`src/hdl/cart_pkg.sv`:
```
package cart_pkg;

    // ROM image geometry
    localparam int rom_addr_bits = 18;

    typedef logic [rom_addr_bits-1:0] rom_addr_t;   // Byte address into the image
    typedef logic [rom_addr_bits-2:0] word_addr_t;  // 16-bit word address
    typedef logic [14:0]              cpu_addr_t;   // CPU window at $8000-$FFFF
    typedef logic [15:0]              rom_word_t;
    typedef logic [7:0]               rom_byte_t;

    // SDRAM timing in clk cycles
    localparam int sdram_read_latency = 6;
    localparam int refresh_cycles     = 8;
    localparam int refresh_interval   = 200;  // Forced refresh after this many cycles

    typedef enum logic [1:0] {
        read_start,
        read_end,
        wait_release
    } prg_state_t;

    typedef enum logic [1:0] {
        idle,
        access,
        refreshing
    } ctrl_state_t;

endpackage

```
`src/hdl/cpu_bus_sync.sv`:
```
`timescale 1ns/1ns

module cpu_bus_sync (
    input  logic                clk,
    input  logic                rst_n,
    input  logic                m2,
    input  logic                cpu_rw,
    input  logic                rom_ce,
    input  cart_pkg::cpu_addr_t addr,
    input  cart_pkg::rom_addr_t offset,
    output logic                read_active,
    output cart_pkg::rom_addr_t byte_addr
);
    logic                read_cond;
    logic                read_q;
    logic [1:0]          read_sync;
    cart_pkg::rom_addr_t merged_addr;
    cart_pkg::rom_addr_t addr_q;
    cart_pkg::rom_addr_t addr_q2;

    // ROM read cycle on the cartridge bus
    assign read_cond = !rom_ce && cpu_rw && m2;

    // Bank base is ORed onto the zero extended CPU address
    assign merged_addr = cart_pkg::rom_addr_t'(addr) | offset;

    assign read_active = read_sync[1];

    // Input register, then two-flop synchronizer
    always_ff @(posedge clk) begin
        if (!rst_n) begin
            read_q    <= 1'b0;
            read_sync <= 2'b00;
        end else begin
            read_q    <= read_cond;
            read_sync <= {read_sync[0], read_q};
        end
    end

    // Address runs through the same depth so it lines up with read_active.
    // The bus holds it stable for the whole m2 high phase, so a wrong early
    // sample is flushed long before the strobe arrives
    always_ff @(posedge clk) begin
        addr_q    <= merged_addr;
        addr_q2   <= addr_q;
        byte_addr <= addr_q2;
    end

endmodule

```
`config.mk`:
```
export PLATFORM = sky130hd
export DESIGN_NAME = cpu_bus_sync
export DESIGN_NICKNAME = d
export VERILOG_FILES = /design/src/hdl/cart_pkg.sv /design/src/hdl/cpu_bus_sync.sv
export SDC_FILE = /design/constraint.sdc
export NUM_CORES = 1
export LEC_CHECK = 0
export BUFFER_PORTS_ARGS = -buffer_cell sky130_fd_sc_hd__buf_2
export CORE_MARGIN = 2
export CORE_UTILIZATION = 47
export DETAILED_ROUTE_END_ITERATION = 8
export PLACE_DENSITY = 0.8
export RECOVER_POWER = 50
export SKIP_LAST_GASP = 1
export SLEW_MARGIN = 20
export SYNTH_ARGS = -nofsm -noshare
export SYNTH_HDL_FRONTEND = slang
export SYNTH_SLANG_ARGS = --single-unit
```
`constraint.sdc`:
```
create_clock -name clk -period 1.3 [get_ports clk]
set_input_delay 0.13 -clock clk [delete_from_list [all_inputs] [get_ports clk]]
set_output_delay 0.13 -clock clk [all_outputs]
set_load 0.005 [all_outputs]
```
**After elaboration in Yosys (flattened, before gate mapping)**

Index checks and enable logic that the tools add are counted.

- Register bits after elaboration: 57
- Logic and storage cells: 9
- Output and inout port bits: 19

- Reduce and logical (&&, ||, !) cells: 3
- Bitwise logic cells: 1

Operators with widths:

| kind | number |
|---|---|
| $or A15 B18 Y18 | 1 |
| $logic_and A1 B1 Y1 | 2 |
| $logic_not A1 Y1 | 1 |

**Longest topological paths before layout**

- Depth after elaboration: 3
- Depth in mapped cells: 1
- Gate-level depth less buffers: 1

**Worst setup path before layout**

No wires, ideal clock.

- Kind: register to register
- Start: register read_sync[0]
- End: register read_sync[1]
- Arrival time: 0.434 ns
- Library setup time: 0.116 ns
- Slack: 0.750 ns
- Stages on the path, launching flop included: 2
- Path through: dfxtp_1 > and2_2

RTL lines:

| what | RTL line | text |
|---|---|---|
| start, declared | cpu_bus_sync.sv:16 | `logic [1:0] read_sync;` |
| start signal, assigned | cpu_bus_sync.sv:36 | `read_sync <= {read_sync[0], read_q};` |

No word-level cell between the ends.

**Final worst setup path**

- Start: input offset[5]
- End: register addr_q[5]

- Longest elaborated chain between the ends: 1

Ends and longest elaborated chain:

| what | RTL line | text |
|---|---|---|
| start, declared | cpu_bus_sync.sv:10 | `input cart_pkg::rom_addr_t offset,` |
| $or A15 B18 Y18 | cpu_bus_sync.sv:25 | `assign merged_addr = cart_pkg::rom_addr_t'(addr) \| offset;` |
| via merged_addr[5] | cpu_bus_sync.sv:17 | `cart_pkg::rom_addr_t merged_addr;` |
| end signal, assigned | cpu_bus_sync.sv:44 | `addr_q <= merged_addr;` |
| end, declared | cpu_bus_sync.sv:18 | `cart_pkg::rom_addr_t addr_q;` |

The timed path passes the listed nets, and every way through them passes these cells.
A chain may end at the register's enable or synchronous reset.

==> run_results.csv <==
group,metric,value,unit
outcome,outcome,"finished, final reports clean",
synth,synth-warning-count,0,
critical_path,crit_path_max_incr_delay,0.55,ns
finish,layout.cells.non_filler,211,
finish,drive_gt1_share,39.78,%
synth,yosysSeqAreaShare,90.57,%
routing,drtIter0Drc,30,
synth,syn_nets,113,
critical_path,critPathLaunchType,"input pin",
routing,viasPerCell,4.152,
finish,fin_nets,214,
cts,clk_path_buf_depth,2,
sta,fmax,769.2,MHz
global_routing,first_global_vias,985,
routing,wirelength,2.946,mm
routing,ant_nets,0,
cts,cts.htree.levels,3,
cts,clk_pin_slew,0.09,ns
sta,final.setup.tns,0,ns
floorplanning,start_util,50.40,%
synth,synth.distinct_cells,4,
cts,cts_root_buffer,"clkbuf_4",
sta,fin_crit_sh,100.0,%
critical_path,crit_start,"offset[5]",
synth,avgSynthCellArea,16.80,µm²
cts,cts_sinks,57,
critical_path,critPathRequiredTime,1.56,ns
cts,post_cts_buffers,0,
floorplanning,die_w,55.78,µm
cts,clock_latency,0.36,ns
critical_path,arrival,1.56,ns
placement,port-buffer-count,56,
routing,wl_per_cell,13.96,µm
routing,drtPass1Iterations,4,
synth,yosysTopAreaCell,"dfxtp_1",
finish,diodes,0,
sta,slew_headroom,92.50,%
critical_path,crit_type,"in2reg",
power,power,3.117,mW
critical_path,cp-end-kind,"flop",
floorplanning,die_h,55.78,µm
sta,timing.final.crit_period,1.300,ns
global_routing,gr-total-overflow,0,
synth,netlist_top_cells_area,"dfxtp_1 91%, or2_1 7.4%, and2_2 1.2%, and4b_1 0.79%",
sta,drv_slew,0,
finish,fillers,123,
global_routing,track_usage,21.46,%
routing,drc,0,
sta,setup_viol,0,
global_routing,grt_max_degree,10,
cts,cts_resized,0,
power,cellPowerDensity,1531,nW/µm²
critical_path,crit_top_cell,"dlygate4sd3_1",
critical_path,worstPathCellList,"dlygate4sd3_1 > buf_2 > or2_1 > dlygate4sd3_1",
floorplanning,rows,18,
min_path,hp-start,"cpu_rw",
min_path,worstHoldPathType,"in2reg",
sta,rsz0062_at_grt,"no",
cts,cts_tree,"built",
global_routing,grt_pass1_wl,4.554,mm
floorplanning,die_area,3111,µm²
sta,fin_skew,0.007328,ns
routing,via_count,876,
sta,tightest_slew,0.1125,ns
cts,cts_buffers,9,
placement,numPlacedInstances,161,
critical_path,cp_slowest_cell,"dlygate4sd3_1",
placement,gp_congestion,0.6175,
synth,synth_top_area_share,90.57,%
floorplanning,core-area,2500,µm²
floorplanning,ios,57,
synth,synth_cells,75,
synth,ys_ff_latch,57,
global_routing,antenna_found_initial,0,
power,p_leak,0.9277,nW
finish,area_growth,61.57,%
critical_path,critical_path.max_fanout,1,
critical_path,timing.rr.start,"read_sync[0]",
sta,hold_viol,0,
synth,syn_area,1260,µm²
run,maxCapViolCount,0,
power,irDropWorstVdd,1.214,mV
## cell usage in the layout, fill, tap and decap left out
cell            n
and2_2          2
and4b_1         1
buf_2          56
clkbuf_1        2
clkbuf_4        9
clkbuf_8        2
clkinv_2        3
dfxtp_1        57
dlygate4sd3_1  34
or2_1          15
## cells by family after synthesis
logic type    Yosys count  share of synthesized area (%)
flops                  57                          90.57
simple gates           18                          9.434
## per-stage QoR
step,util (%),instance area (µm²),setup WS (ns),hold slack (ns)
after CTS,81.43,2036,0.04106,0.001778
after detailed placement,63.11,1578,0.7243,0.2339
after global routing,81.43,2036,0.001981,0.02665
after floorplan,-,1260,0.7497,0.1577
after global placement,63.11,1578,0.7408,0.2333
final,81.43,2036,0.00002864,0.02194
## layer usage
metal	vias to the layer above	track usage (%)	wire length [µm]
li1	434	-	-
met1	387	18.87	1005
met2	43	40.65	1674
met3	12	6.512	175
met4	0	14.63	90
met5	-	0	0
## flip-flops by register name (all words and copies together), names as in the netlist
name / cells
addr_q: 18
addr_q2: 18
byte_addr: 18
read_q: 1
read_sync: 2
## where the power goes
group          switching [mW]  leakage (nW)  internal [mW]
registers              0.0237         0.476           1.84
clock network           0.576        0.0699          0.492
logic                  0.0541         0.381          0.136
total                   0.654         0.928           2.46
## Yosys cell counts
library cell / n
and4b_1: 1
and2_2: 2
dfxtp_1: 57
or2_1: 15
## final cells by class
| class | instances | area (µm²) | area share [%] |
|---|---|---|---|
| multi-input combinational | 18 | 118.9 | 5.839 |
| tap | 30 | 37.54 | 1.844 |
| timing repair buffer | 90 | 620.6 | 30.49 |
| clock buffer | 13 | 102.6 | 5.040 |
| sequential | 57 | 1141 | 56.05 |
| clock inverter | 3 | 15.01 | 0.7376 |
## final timing paths
check / end / slack [ns] / depth (start not counted)
max: addr_q[5] / 0.00003 / 4
min: read_q / 0.02 / 2
max reg2reg: read_sync[1] / 0.73 / 1
min reg2reg: addr_q2[13] / 0.33 / 0
## critical path, delay by kind of cell
kind	cells	cell delay [ns]
buffers and inverters	3	1.22
AND/OR/NAND/NOR	1	0.21
## repair_timing
item                                    CTS  global route
hold buffers                             34             7
endpoints found under the setup margin    0             7
endpoints found under the hold margin    20             7
No activity file was read; power rests on OpenSTA's default activity.
