$ cat config.mk
export PLATFORM = sky130hd
export DESIGN_NAME = prg_rom
export DESIGN_NICKNAME = d
export VERILOG_FILES = /design/src/hdl/cart_pkg.sv /design/src/hdl/prg_rom.sv
export SDC_FILE = /design/constraint.sdc
export NUM_CORES = 1
export LEC_CHECK = 0
export ABC_AREA = 1
export BUFFER_PORTS_ARGS = -buffer_cell sky130_fd_sc_hd__buf_2
export CAP_MARGIN = 10
export CELL_PAD_IN_SITES_DETAIL_PLACEMENT = 0
export CELL_PAD_IN_SITES_GLOBAL_PLACEMENT = 1
export CORE_MARGIN = 2
export CORE_UTILIZATION = 37
export DETAILED_ROUTE_END_ITERATION = 10
export PLACE_DENSITY_LB_ADDON = 0.1
export SYNTH_ARGS = -nofsm -noshare
export SYNTH_HDL_FRONTEND = slang
export SYNTH_SLANG_ARGS = --single-unit
$ cat constraint.sdc
create_clock -name clk -period 2.15 [get_ports clk]
set_clock_uncertainty 0.15 [all_clocks]
set_input_delay 0.215 -clock clk [delete_from_list [all_inputs] [get_ports clk]]
set_output_delay 0.215 -clock clk [all_outputs]
set_load 0.01 [all_outputs]
$ cat src/hdl/cart_pkg.sv
package cart_pkg;

    // ROM image geometry
    localparam int rom_addr_bits = 18;

    typedef logic [rom_addr_bits-1:0] rom_addr_t;   // Byte address into the image
    typedef logic [rom_addr_bits-2:0] word_addr_t;  // 16-bit word address
    typedef logic [14:0]              cpu_addr_t;   // CPU window at $8000-$FFFF
    typedef logic [15:0]              rom_word_t;
    typedef logic [7:0]               rom_byte_t;

    // SDRAM timing in clk cycles
    localparam int sdram_read_latency = 6;
    localparam int refresh_cycles     = 8;
    localparam int refresh_interval   = 200;  // Forced refresh after this many cycles

    typedef enum logic [1:0] {
        read_start,
        read_end,
        wait_release
    } prg_state_t;

    typedef enum logic [1:0] {
        idle,
        access,
        refreshing
    } ctrl_state_t;

endpackage

$ cat src/hdl/prg_rom.sv
`timescale 1ns/1ns

module prg_rom (
    input  logic                 clk,
    input  logic                 rst_n,
    input  logic                 enable,
    input  logic                 read_active,
    input  cart_pkg::rom_addr_t  byte_addr,
    output logic                 refresh,
    output cart_pkg::rom_byte_t  data,
    output logic                 ram_req,
    output cart_pkg::word_addr_t ram_address,
    output logic                 ram_we,
    input  logic                 ram_ack,
    input  cart_pkg::rom_word_t  ram_data_read
);
    cart_pkg::prg_state_t state;
    cart_pkg::word_addr_t word_addr;
    cart_pkg::word_addr_t tag;
    cart_pkg::rom_word_t  cache_word;
    logic                 cache_valid;
    logic                 low_bit;
    logic                 hit;
    logic                 ram_idle;
    logic                 start;
    logic                 fill;

    assign word_addr = byte_addr[cart_pkg::rom_addr_bits-1:1];
    assign hit       = cache_valid && (tag == word_addr);
    assign ram_idle  = (ram_req == ram_ack);  // No request outstanding
    assign ram_we    = 1'b0;                  // ROM path only reads

    // A read may only begin once any old request has been answered
    assign start = enable && (state == cart_pkg::read_start) && read_active && ram_idle;
    assign fill  = enable && (state == cart_pkg::read_end) && ram_idle;

    always_ff @(posedge clk) begin
        if (!rst_n) begin
            state       <= cart_pkg::read_start;
            refresh     <= 1'b0;
            ram_req     <= 1'b0;
            cache_valid <= 1'b0;
        end else begin
            refresh <= 1'b0;
            if (!enable) begin
                // Image may be reloaded, drop the cached word
                state       <= cart_pkg::read_start;
                cache_valid <= 1'b0;
            end else begin
                case (state)
                    cart_pkg::read_start: begin
                        if (start) begin
                            if (hit) begin
                                refresh <= 1'b1;  // SDRAM is free this access
                                state   <= cart_pkg::wait_release;
                            end else begin
                                ram_req     <= ~ram_req;
                                cache_valid <= 1'b0;
                                state       <= cart_pkg::read_end;
                            end
                        end
                    end
                    cart_pkg::read_end: begin
                        if (fill) begin
                            cache_valid <= 1'b1;
                            state       <= cart_pkg::wait_release;
                        end
                    end
                    cart_pkg::wait_release: begin
                        if (!read_active)
                            state <= cart_pkg::read_start;
                    end
                    default: state <= cart_pkg::read_start;
                endcase
            end
        end
    end

    // Cache contents and byte select
    always_ff @(posedge clk) begin
        if (start) begin
            low_bit <= byte_addr[0];
            if (!hit) begin
                tag         <= word_addr;
                ram_address <= word_addr;
            end
        end
        if (fill)
            cache_word <= ram_data_read;
        data <= low_bit ? cache_word[15:8] : cache_word[7:0];  // Odd address is high byte
    end

endmodule

Yosys cells after proc, flatten, opt, wreduce, memory -nomap -nowiden. Cells that the tools add are included.

Bits in registers: 47. Input port bits: 39. Output and inout bits: 28. Word-level logic and storage cells: 43.

Equality and inequality tests: 8. Multiplexer cells: 11. Bitwise gates (word level): 2. Reduce and logical (&&, ||, !) cells: 14.

Operator list (number): $eq 17x17->1 (1); $reduce_and 4->1 (3); $mux 2 (4); $mux 8 (1); $ne 2x2->1 const B (4); $logic_and 1x1->1 (6); $pmux 2 s3 (1); $mux 1 (4); $reduce_and 2->1 (2); $reduce_and 3->1 (1); $eq 2x1->1 const B (1); $eq 2x2->1 const B (1); $logic_not 2->1 (1); $not 1->1 (2); $pmux 1 s2 (1); $reduce_bool 2->1 (1); $eq 1x1->1 (1).

Longest topological paths before layout. Gate-level depths: netlist of the first run.

Depth after elaboration: 6. Mapped depth: 11. Mapped depth without buffers: 11.

Worst setup path after synthesis of the first run. No wires, ideal clock.

Path type: register to register. From: register tag[12]. To: register tag[0], enable pin. Setup time: 369 ps. Arrival: 1291 ps. Data required time: 1631 ps. Setup slack: 341 ps. Cell stages (with the launch flop): 10. Path buffers: 0. Clock period less this slack: 1809 ps. Path through: edfxtp_1 -> nand2_1 -> inv_1 -> nor2_1 -> nor2_1 -> nand2_1 -> nor2_2 -> nand3_2 -> nand2_2 -> inv_1.

Word-level cells in the longest chain between the ends: 4.

Ends and longest elaborated chain: start, declared (RTL line prg_rom.sv:19) `cart_pkg::word_addr_t tag;`; start signal, assigned (RTL line prg_rom.sv:84) `tag <= word_addr;`; $eq 17x17->1 (RTL line prg_rom.sv:29) `assign hit = cache_valid && (tag == word_addr);`; $logic_and 1x1->1 (RTL line prg_rom.sv:29); $not 1->1 (no line); $reduce_and 2->1 (no line).

Every way passes these cells. A chain may end at the register's enable or synchronous reset.

Worst setup path in the final report of the first run.
From: input byte_addr[12]. To: register tag[1], enable pin.

Word-level cells in the longest chain between the ends: 4.

Ends and longest elaborated chain: start, declared (RTL line prg_rom.sv:8) `input cart_pkg::rom_addr_t byte_addr,`; $eq 17x17->1 (RTL line prg_rom.sv:29); $logic_and 1x1->1 (RTL line prg_rom.sv:29); $not 1->1 (no line); $reduce_and 2->1 (no line).

Every way passes these cells.

==> results of run 1 <==
==> cells in the final DEF (no fill, tap or decap), types with 5 or more instances in the layout <==
master | synthesis | layout
sky130_fd_sc_hd__inv_1 | 30 | 29
sky130_fd_sc_hd__edfxtp_1 | 34 | 34
sky130_fd_sc_hd__nand3_1 | 6 | 6
sky130_fd_sc_hd__nor2_1 | 24 | 24
sky130_fd_sc_hd__xnor2_1 | 5 | 5
sky130_fd_sc_hd__buf_2 | 1 | 65
sky130_fd_sc_hd__dfxtp_1 | 13 | 13
sky130_fd_sc_hd__dlygate4sd3_1 | 0 | 35
sky130_fd_sc_hd__clkbuf_8 | 0 | 5
sky130_fd_sc_hd__nand2_1 | 53 | 53
sky130_fd_sc_hd__mux2_2 | 8 | 8
==> cell families (layout without fill, tap and decap cells) <==
logic type                after synthesis  in the layout
and+or+nand+nor                        91             91
DFF                                    47             47
buffers and inverters                  34            142
muxes                                   8              8
other                                   1              1
AOI/OAI and AO/OA                       7              7
xor gates and xnor gates                6              6
==> path summary, 6_finish.rpt <==
path / start / endpoint / slack [ns]
hold / removal: read_active / refresh$_SDFF_PN0_ / 0.04
hold reg to reg: cache_word[8]$_DFFE_PP_ / data[0]$_DFF_P_ / 0.32
setup / recovery: byte_addr[12] / tag[1]$_DFFE_PP_ / 0.21
setup reg to reg: tag[8]$_DFFE_PP_ / tag[1]$_DFFE_PP_ / 0.27
==> flip-flops by register name, indices dropped and copies added, names as in the netlist <==
signal,count
low_bit,1
tag,17
refresh,1
state,2
data,8
cache_valid,1
cache_word,16
ram_req,1
==> area by class of cell <==
| cell class | instances | area, sq um |
|---|---|---|
| inverters | 32 | 124 |
| flip-flops and latches | 47 | 1280 |
| clock inverters | 3 | 47.5 |
| repair buffers | 102 | 703 |
| clock buffers | 5 | 68.8 |
| multi-input cells | 113 | 563 |
| well taps | 70 | 87.6 |
| fillers | 480 | 2260 |
==> repair_timing <==
item / CTS / global route
hold buffers: 35 / 0
resized for setup: 0 / 1
setup endpoints to repair: 0 / 17
hold endpoints to repair: 35 / 0
setup buffers: 0 / 1
==> layer usage <==
metal	GRT usage (%)	vias to the layer above	part of all wire, %	routed length, microns
met3	4.47	5	5.1	209
met5	0	-	0	0
met1	16.4	686	45	1840
li1	-	824	-	-
met4	4.29	0	1.3	55
met2	26.2	43	49	1990
==> report_power, final <==
group	switching [mW]	total, mW	internal (mW)	leakage [nW]
combinational	0.0979	0.211	0.114	0.854
sequential	0.0125	1.01	0.994	0.417
clock	0.308	0.660	0.352	0.0587
==> critical path: cells and delay by family <==
family	cells	cell delay (ns)
and+or+nand+nor	7	0.68
buffers and inverters	4	0.93
==> flow_metrics.env, run 1 <==
export IMPL_path_common_cell="sky130_fd_sc_hd__nand2_1"
export IMPL_routed_wire_length_per_instance_microns=11.0
export IMPL_number_of_cells_on_the_worst_hold_path=3
export IMPL_netlist_area_sq_um=1980
export IMPL_critical_path_endpoint_type="register"
export IMPL_area_fraction_in_compound_gates_after_synthesis_pct=1.77
export IMPL_synth_fa_ha_area_share_pct=0
export IMPL_total_power_mw=1.88
export IMPL_finalWorstSetupSlack_ns=0.215
export IMPL_placed_cells_incl_taps=328
export IMPL_timing_critical_path_fanout_max=17
export IMPL_clock_sink_count=47
export IMPL_floorplan_rows=26
export IMPL_totalNegativeSetupSlack_ns=0
export IMPL_timing_critical_path_slowest_cell_delay_ns=0.53
export IMPL_finalWirelength_mm=4.09
export IMPL_async_flop_share_pct=0
export IMPL_grt_first_pass_wirelength_mm=6.76
export IMPL_place_hpwl_mm=2.89
export IMPL_p_leak_nw=1.33
export IMPL_design_die_area_sq_um=5940
export IMPL_via_count=1558
export IMPL_final_hold_viol_count=0
export IMPL_hold_class="primary input to register"
export IMPL_yosys_area_share_xor_xnor_pct=2.66
export IMPL_number_of_antenna_violations_at_the_first_check_in_global_routing=0
export IMPL_synth_mux_area_share_pct=4.56
export IMPL_boundaryPins=67
export IMPL_status="finished, final reports clean"
export IMPL_postLayoutCellArea_sq_um=2880
export IMPL_post_synth_and_or_nand_nor_area_fraction_pct=19.3
export IMPL_place_area_sq_um=2380
export IMPL_cts_buffers=5
export IMPL_critPathKind="primary input to register"
export IMPL_synth_largest_area_cell="sky130_fd_sc_hd__edfxtp_1"
export IMPL_antenna_violating_nets_post_route=0
export IMPL_peakVddDrop_mv=0.415
export IMPL_clk_transition_reported_paths_ns=0.09
export IMPL_clock_latency_ns=0.30
export IMPL_maximum_number_of_pins_on_one_net_before_global_route_repair=18
export IMPL_cp_cell_sequence="dlygate4sd3_1 > buf_2 > nand2_1 > nand2_1 > nor2_1 > nand2_1 > nor2_1 > nand3_2 > nand2_2 > clkinvlp_4 > buf_12"
export IMPL_power_density_nw_per_um2=653
export IMPL_final_core_util_pct=55.9
export IMPL_drt_vias_per_instance=4.19
export IMPL_cap_viol_max_count=0
export IMPL_report_final_setup_viol=0
export IMPL_r2r_depth=7
export IMPL_synthTopCellsByArea="sky130_fd_sc_hd__edfxtp_1 (52%), sky130_fd_sc_hd__dfxtp_1 (13%), sky130_fd_sc_hd__nand2_1 (10%), sky130_fd_sc_hd__inv_1 (5.7%), sky130_fd_sc_hd__mux2_2 (4.6%)"
export IMPL_syn_mean_instance_area_sq_um=10.2
export IMPL_yosysTopAreaCellShare_pct=51.6
export IMPL_synth_edff_count=34
export IMPL_drt_first_pass_iters=4
export IMPL_fin_cells=372
export IMPL_synth_common_cells="sky130_fd_sc_hd__nand2_1 (53), sky130_fd_sc_hd__edfxtp_1 (34), sky130_fd_sc_hd__inv_1 (30)"
export IMPL_cts_max_level=2
export IMPL_postSynthRegisterBits=47
export IMPL_synth_top_family_by_area="simple AND/OR/NAND/NOR gates"
export IMPL_drt_initial_drc_count=41
export IMPL_drive_above_1_share_pct=30.1
export IMPL_finalCriticalPeriod_ns=1.94
export IMPL_clock_tree_root_cell="sky130_fd_sc_hd__clkbuf_8"
export IMPL_smallest_hold_slack_ns=0.0390
export IMPL_crit_path_start_kind="primary input"
export IMPL_total_count_of_max_transition_violations_in_the_final_report=0
export IMPL_top_flip_flop_cell_by_instance_count_after_synthesis="sky130_fd_sc_hd__edfxtp_1"
export IMPL_max_clock_freq_mhz=517
export IMPL_critical_path_slowest_cell="sky130_fd_sc_hd__dlygate4sd3_1"
export IMPL_finalNetCount=340
export IMPL_netlist_instances=194
export IMPL_tritoncts="built"
export IMPL_global_placer_s_final_weighted_congestion=0.703
export IMPL_clock_tree_buffer_depth=2
export IMPL_rsz0062_at_grt="no"
export IMPL_cell_with_the_most_instances_after_synthesis="sky130_fd_sc_hd__nand2_1"
export IMPL_floorplan_initialDensity_pct=38.5
export IMPL_coreArea_sq_um=5140
export IMPL_floorplan_die_width_microns=77.1
export IMPL_critical_path_arrival_ns=1.85
export IMPL_detail_route_drc_violations=0
export IMPL_pre_cts_ws_ns=0.0881
export IMPL_globalRouteTotalUtil_pct=14.5
export IMPL_synth_seq_area_share_pct=64.8
export IMPL_ys_warnings=0
export IMPL_worst_endpoint_required_ns=2.06
export IMPL_die_height_microns=77.1
export IMPL_grt_overflow_total=0
export IMPL_synth_cell_types=21
export IMPL_syn_nets=233
export IMPL_io_buffer_count=65
export IMPL_grt_pass1_vias=1594
export IMPL_min_period_over_period_pct=90.0
export IMPL_n_antenna_cell=0
export IMPL_area_growth_syn_to_layout_pct=45.4
No activity file was read; power rests on OpenSTA's default activity.
==> run 2, diff against run 1 <==
CORE_ASPECT_RATIO = 1.1   (was default)
==> run 2 against run 1 <==
  * Cell count is 3.8% lower
  * Sequential power about the same
  * Combinational power about the same
  * Non-clock buffer count down 1
  * Worst setup slack got worse by 0.028 ns
  * Core utilization fell by 0.41 points
  * Sequential share of layout area is 0.97 points higher
  * Maximum frequency is 1.4% lower
  * Die area is essentially flat
  * Clock-buffer cell count unchanged
  * Sequential cell count unchanged
  * First-iteration DRC count fell by 4.9%
  * Critical path type unchanged
  * Largest cell class unchanged
  * Highest routed layer unchanged
==> flow_metrics.env, run 2 (synthesis gave the netlist of run 1 again) <==
export IMPL_drive_above_1_share_pct=29.3
export IMPL_drt_vias_per_instance=4.28
export IMPL_floorplan_rows=27
export IMPL_largest_register_ff_count=17
export IMPL_area_growth_syn_to_layout_pct=42.3
export IMPL_clk_transition_reported_paths_ns=0.08
export IMPL_crit_path_start_kind="primary input"
export IMPL_rsz0062_at_grt="no"
export IMPL_clock_tree_root_cell="sky130_fd_sc_hd__clkbuf_8"
export IMPL_min_period_over_period_pct=91.3
export IMPL_max_clock_freq_mhz=509
export IMPL_detail_route_drc_violations=0
export IMPL_total_count_of_max_transition_violations_in_the_final_report=0
export IMPL_clock_latency_ns=0.29
export IMPL_tritoncts="built"
export IMPL_cap_viol_max_count=0
export IMPL_report_final_setup_viol=0
export IMPL_hold_class="primary input to register"
export IMPL_antenna_violating_nets_post_route=0
export IMPL_cts_max_level=2
export IMPL_final_hold_viol_count=0
export IMPL_biggestRegsByFlops="tag: 17 flops, cache_word: 16 flops, data: 8 flops"
export IMPL_largest_register="tag"
export IMPL_routed_wire_length_per_instance_microns=11.5
export IMPL_met1_length_mm=1.92
export IMPL_power_density_nw_per_um2=607
export IMPL_total_power_mw=1.71
export IMPL_critical_path_endpoint_type="register"
export IMPL_n_antenna_cell=0
export IMPL_globalRouteTotalUtil_pct=14.7
export IMPL_grt_first_pass_wirelength_mm=6.51
export IMPL_peakVddDrop_mv=0.300
export IMPL_floorplan_initialDensity_pct=39.0
export IMPL_tightestPinTransition_ns=0.596
export IMPL_timing_critical_path_slowest_cell_delay_ns=0.54
export IMPL_timing_critical_path_fanout_max=17
export IMPL_grt_pass1_vias=1510
export IMPL_critical_path_arrival_ns=1.87
export IMPL_design_die_area_sq_um=5940
export IMPL_global_placer_s_final_weighted_congestion=0.771
export IMPL_floorplan_die_width_microns=73.7
export IMPL_grt_overflow_total=0
export IMPL_coreArea_sq_um=5070
export IMPL_critPathKind="primary input to register"
export IMPL_totalNegativeSetupSlack_ns=0
export IMPL_status="finished, final reports clean"
export IMPL_clock_sink_count=47
export IMPL_drt_first_pass_iters=4
export IMPL_mostFrequentLayoutCell="sky130_fd_sc_hd__buf_2"
export IMPL_smallest_hold_slack_ns=0.0592
export IMPL_finalCriticalPeriod_ns=1.96
export IMPL_layout_cells_most_common_list="sky130_fd_sc_hd__buf_2 (65), sky130_fd_sc_hd__nand2_1 (53), sky130_fd_sc_hd__dlygate4sd3_1 (35), sky130_fd_sc_hd__edfxtp_1 (34), sky130_fd_sc_hd__inv_1 (29)"
export IMPL_met2_length_mm=1.98
export IMPL_finalWirelength_mm=4.12
export IMPL_met3_wirelength_from_detailed_routing_microns=189
export IMPL_cp_cell_sequence="dlygate4sd3_1 > buf_2 > xnor2_1 > nand3_1 > nor2_2 > nand3_2 > nand2_2 > clkinvlp_4 > buf_12"
export IMPL_place_hpwl_mm=2.95
export IMPL_top_layer_used="met4"
export IMPL_boundaryPins=67
export IMPL_drt_initial_drc_count=39
export IMPL_clock_tree_buffer_depth=2
export IMPL_critical_path_slowest_cell="sky130_fd_sc_hd__dlygate4sd3_1"
export IMPL_die_height_microns=80.7
export IMPL_cts_buffers=5
export IMPL_number_of_antenna_violations_at_the_first_check_in_global_routing=0
export IMPL_worst_max_slew_margin_expressed_relative_to_the_limit_pct=60.2
export IMPL_io_buffer_count=65
export IMPL_layout_filler_cells=490
export IMPL_worst_endpoint_required_ns=2.06
export IMPL_via_count=1531
export IMPL_maximum_number_of_pins_on_one_net_before_global_route_repair=18
export IMPL_p_leak_nw=1.31
export IMPL_finalNetCount=339
==> run 2: changes by cell type in the layout (fill, tap and decap cells not counted) <==
| cell | change |
|---|---|
| sky130_fd_sc_hd__inv_6 | -1 |
| sky130_fd_sc_hd__clkinv_1 | +1 |
| sky130_fd_sc_hd__clkinv_2 | +1 |
| sky130_fd_sc_hd__bufinv_16 | -1 |
| sky130_fd_sc_hd__buf_4 | -1 |
| sky130_fd_sc_hd__clkinv_4 | -1 |
==> run 2: path summary, 6_finish.rpt <==
kind / startpoint / endpoint / slack, ns / cells past startpoint
setup reg to reg: tag[8]$_DFFE_PP_ / tag[4]$_DFFE_PP_ / 0.37 / 7
hold / removal: read_active / refresh$_SDFF_PN0_ / 0.06 / 3
hold reg to reg: cache_valid$_SDFFE_PN0P_ / cache_valid$_SDFFE_PN0P_ / 0.32 / 2
setup / recovery: byte_addr[17] / tag[4]$_DFFE_PP_ / 0.19 / 9
==> run 2: timing repair <==
action | CTS | global route
hold endpoints to repair | 35 | 0
endpoints found under the setup margin | 0 | 17
resized for setup | 0 | 1
hold buffers | 35 | 0
buffers inserted | 0 | 1
==> run 2: layout make-up <==
type	instances	area (sq um)	area share (%)
sequential	47	1280	45.5
timing repair buffer	101	696	24.7
multi-input combinational	113	563	20.0
inverter	32	124	4.40
tap	58	72.6	2.58
clock buffer	5	68.8	2.45
clock inverter	2	8.76	0.311
==> run 2: metal layers <==
layer / vias up / track usage, %
met3: 4 / 4.39
met2: 46 / 25.3
met1: 660 / 17.3
met5: - / 0
li1: 821 / -
met4: 0 / 4.91
==> run 2: metrics by stage <==
| step | worst slack, ns | std cells | area [sq um] | util [%] |
|---|---|---|---|---|
| final | 0.187 | 358 | 2810 | 55.5 |
| after global routing | 0.136 | 358 | 2810 | 55.5 |
| after CTS | 0.00616 | 357 | 2790 | 55.1 |
| after detailed placement | 0.123 | 315 | 2360 | 46.6 |
| after global placement | 0.143 | 315 | 2360 | 46.6 |
| after floorplan | 0.341 | 194 | 1980 | - |
==> run 2: worst max-delay path, delay by kind of cell <==
kind,cells,cell delay [ns]
and+or+nand+nor,4,0.44
xor gates and xnor gates,1,0.25
buffers and inverters,4,0.95
==> run 2: power by group <==
part | internal (mW) | switching, mW | leakage (nW)
clock network | 0.217 | 0.271 | 0.0414
logic | 0.113 | 0.0993 | 0.848
registers | 0.994 | 0.0123 | 0.417
total | 1.32 | 0.383 | 1.31
==> run 3, diff against run 2 <==
CORE_MARGIN = default   (was 2)
==> run 3 against run 2 <==
  * Worst setup slack better by 0.017 ns
  * Register-to-register slack about the same
  * Clock power up 44%
  * Sequential power about the same
  * Die area down 5.1%
  * Core utilization up 1.1 points
  * Cell area up 2.0%
  * Critical endpoint is now tag[1]$_DFFE_PP_
  * Largest power group unchanged
  * Highest routed layer unchanged
==> flow_metrics.env, run 3 (synthesis gave the netlist of run 1 again) <==
export IMPL_status="finished, final reports clean"
export IMPL_power_density_nw_per_um2=670
export IMPL_postLayoutCellArea_sq_um=2870
export IMPL_biggestRegsByFlops="tag: 17 flops, cache_word: 16 flops, data: 8 flops"
export IMPL_grt_pass1_vias=1505
export IMPL_antenna_violating_nets_post_route=0
export IMPL_design_die_area_sq_um=5640
export IMPL_place_hpwl_mm=2.94
export IMPL_r2r_depth=7
export IMPL_cts_max_level=2
export IMPL_timing_rr_start="tag[8]$_DFFE_PP_"
export IMPL_detail_route_drc_violations=0
export IMPL_global_placer_s_final_weighted_congestion=0.788
export IMPL_cp_cell_sequence="dlygate4sd3_1 > buf_2 > xnor2_1 > nand3_1 > nor3_2 > nand3_2 > nand2_2 > clkinvlp_4 > buf_12"
export IMPL_worst_endpoint_required_ns=2.06
export IMPL_n_antenna_cell=0
export IMPL_finalCriticalPeriod_ns=1.95
export IMPL_finalWirelength_mm=4.05
export IMPL_max_clock_freq_mhz=514
export IMPL_critPathKind="primary input to register"
export IMPL_timing_rr_end="tag[1]$_DFFE_PP_"
export IMPL_boundaryPins=67
export IMPL_largest_register_ff_count=17
export IMPL_total_power_mw=1.92
export IMPL_drt_first_pass_iters=4
export IMPL_clock_tree_root_cell="sky130_fd_sc_hd__clkbuf_8"
export IMPL_critical_path_endpoint_type="register"
export IMPL_clk_transition_reported_paths_ns=0.08
export IMPL_globalRouteTotalUtil_pct=15.3
export IMPL_tritoncts="built"
export IMPL_floorplan_initialDensity_pct=39.0
export IMPL_area_growth_syn_to_layout_pct=45.3
export IMPL_timing_critical_path_slowest_cell_delay_ns=0.53
export IMPL_rsz0062_at_grt="no"
export IMPL_via_count=1548
export IMPL_place_area_sq_um=2370
export IMPL_die_height_microns=78.7
export IMPL_mostFrequentLayoutCell="sky130_fd_sc_hd__buf_2"
export IMPL_totalNegativeSetupSlack_ns=0
export IMPL_largest_register="tag"
export IMPL_maximum_number_of_pins_on_one_net_before_global_route_repair=18
export IMPL_timing_critical_path_fanout_max=17
export IMPL_drive_above_1_share_pct=29.8
export IMPL_min_to="refresh$_SDFF_PN0_"
export IMPL_final_hold_viol_count=0
export IMPL_layout_filler_cells=455
export IMPL_number_of_antenna_violations_at_the_first_check_in_global_routing=0
export IMPL_clock_tree_buffer_depth=2
export IMPL_p_leak_nw=1.33
export IMPL_cap_viol_max_count=0
export IMPL_floorplan_rows=27
export IMPL_drt_initial_drc_count=61
export IMPL_critical_path_arrival_ns=1.86
export IMPL_min_delay_start="read_active"
export IMPL_min_period_over_period_pct=90.5
export IMPL_grt_first_pass_wirelength_mm=6.53
export IMPL_grt_overflow_total=0
export IMPL_io_buffer_count=65
export IMPL_number_of_cells_on_the_worst_hold_path=3
export IMPL_pre_cts_ws_ns=0.127
export IMPL_finalNetCount=340
export IMPL_ff2ff_setup_slack_ns=0.37
export IMPL_peakVddDrop_mv=0.398
export IMPL_total_stage_count_of_the_critical_path=9
export IMPL_finalWorstSetupSlack_ns=0.204
export IMPL_cts_buffers=5
export IMPL_hold_class="primary input to register"
export IMPL_floorplan_die_width_microns=71.7
export IMPL_coreArea_sq_um=5070
export IMPL_total_count_of_max_transition_violations_in_the_final_report=0
export IMPL_layout_cells_most_common_list="sky130_fd_sc_hd__buf_2 (65), sky130_fd_sc_hd__nand2_1 (53), sky130_fd_sc_hd__dlygate4sd3_1 (35), sky130_fd_sc_hd__edfxtp_1 (34), sky130_fd_sc_hd__inv_1 (29)"
export IMPL_critical_path_top_delay_family="buffers and inverters"
export IMPL_report_final_setup_viol=0
export IMPL_drt_vias_per_instance=4.30
export IMPL_critical_path_slowest_cell="sky130_fd_sc_hd__dlygate4sd3_1"
export IMPL_crit_buf_inv=4
export IMPL_clock_sink_count=47
export IMPL_crit_path_start_kind="primary input"
export IMPL_routed_wire_length_per_instance_microns=11.2
export IMPL_clock_latency_ns=0.30
-- run 3: cell count changes in the layout (fill, tap and decap cells not counted) --
cell,previous run,this run
sky130_fd_sc_hd__buf_4,0,1
sky130_fd_sc_hd__bufinv_16,0,1
sky130_fd_sc_hd__clkbuf_1,0,1
sky130_fd_sc_hd__clkbuf_16,0,1
sky130_fd_sc_hd__clkinv_1,1,0
sky130_fd_sc_hd__clkinv_2,1,0
-- run 3: per-stage QoR --
stage / cells / utilization, % / hold slack (ns)
floorplan: 194 / - / 0.164
global placement: 316 / 46.8 / 0.241
detailed placement: 316 / 46.8 / 0.244
CTS: 359 / 56.2 / 0.0448
global route: 360 / 56.7 / 0.0533
finish: 360 / 56.7 / 0.0525
-- run 3: cell type report --
type	instances	area, sq um	area share (%)
clock buffers	7	97.6	3.40
multi-input cells	113	563	19.6
inverters	32	124	4.31
well taps	58	72.6	2.53
flip-flops and latches	47	1280	44.6
repair buffers	102	703	24.5
clock inverters	1	30.0	1.05
-- run 3: timing repair --
item | CTS | global route
hold endpoints to repair | 35 | 0
buffers inserted | 0 | 1
resized for setup | 0 | 1
setup endpoints to repair | 0 | 17
hold buffers | 35 | 0
-- run 3: worst reg2reg max path, cell delays in order, from the launching register on --
cell	delay (ns)
sky130_fd_sc_hd__edfxtp_1	0.41
sky130_fd_sc_hd__xnor2_1	0.21
sky130_fd_sc_hd__nand3_1	0.12
sky130_fd_sc_hd__nor3_2	0.14
sky130_fd_sc_hd__nand3_2	0.12
sky130_fd_sc_hd__nand2_2	0.13
sky130_fd_sc_hd__clkinvlp_4	0.11
sky130_fd_sc_hd__buf_12	0.16
-- run 3: worst max path at each step --
stage | startpoint | to | slack [ns]
after floorplan | tag[12]$_DFFE_PP_ | tag[0]$_DFFE_PP_ | 0.34
after global placement | tag[14]$_DFFE_PP_ | tag[7]$_DFFE_PP_ | 0.15
after detailed placement | tag[14]$_DFFE_PP_ | tag[7]$_DFFE_PP_ | 0.13
after CTS | byte_addr[6] | tag[1]$_DFFE_PP_ | 0.008
after global routing | byte_addr[9] | tag[6]$_DFFE_PP_ | 0.03
final | byte_addr[9] | tag[1]$_DFFE_PP_ | 0.20
-- run 3: report_power, final --
group          internal [mW]  leakage (nW)  switching (mW)
sequential             0.994         0.417          0.0124
clock                  0.418        0.0636           0.287
combinational          0.114         0.854          0.0984
total                   1.53          1.33           0.398
-- run 3: per-layer routing --
layer	wire, microns	GRT usage [%]	vias up
li1	-	-	826
met1	1830	18.2	669
met2	1980	26.7	47
met3	192	4.24	6
met4	40	4.71	0
met5	0	0	-
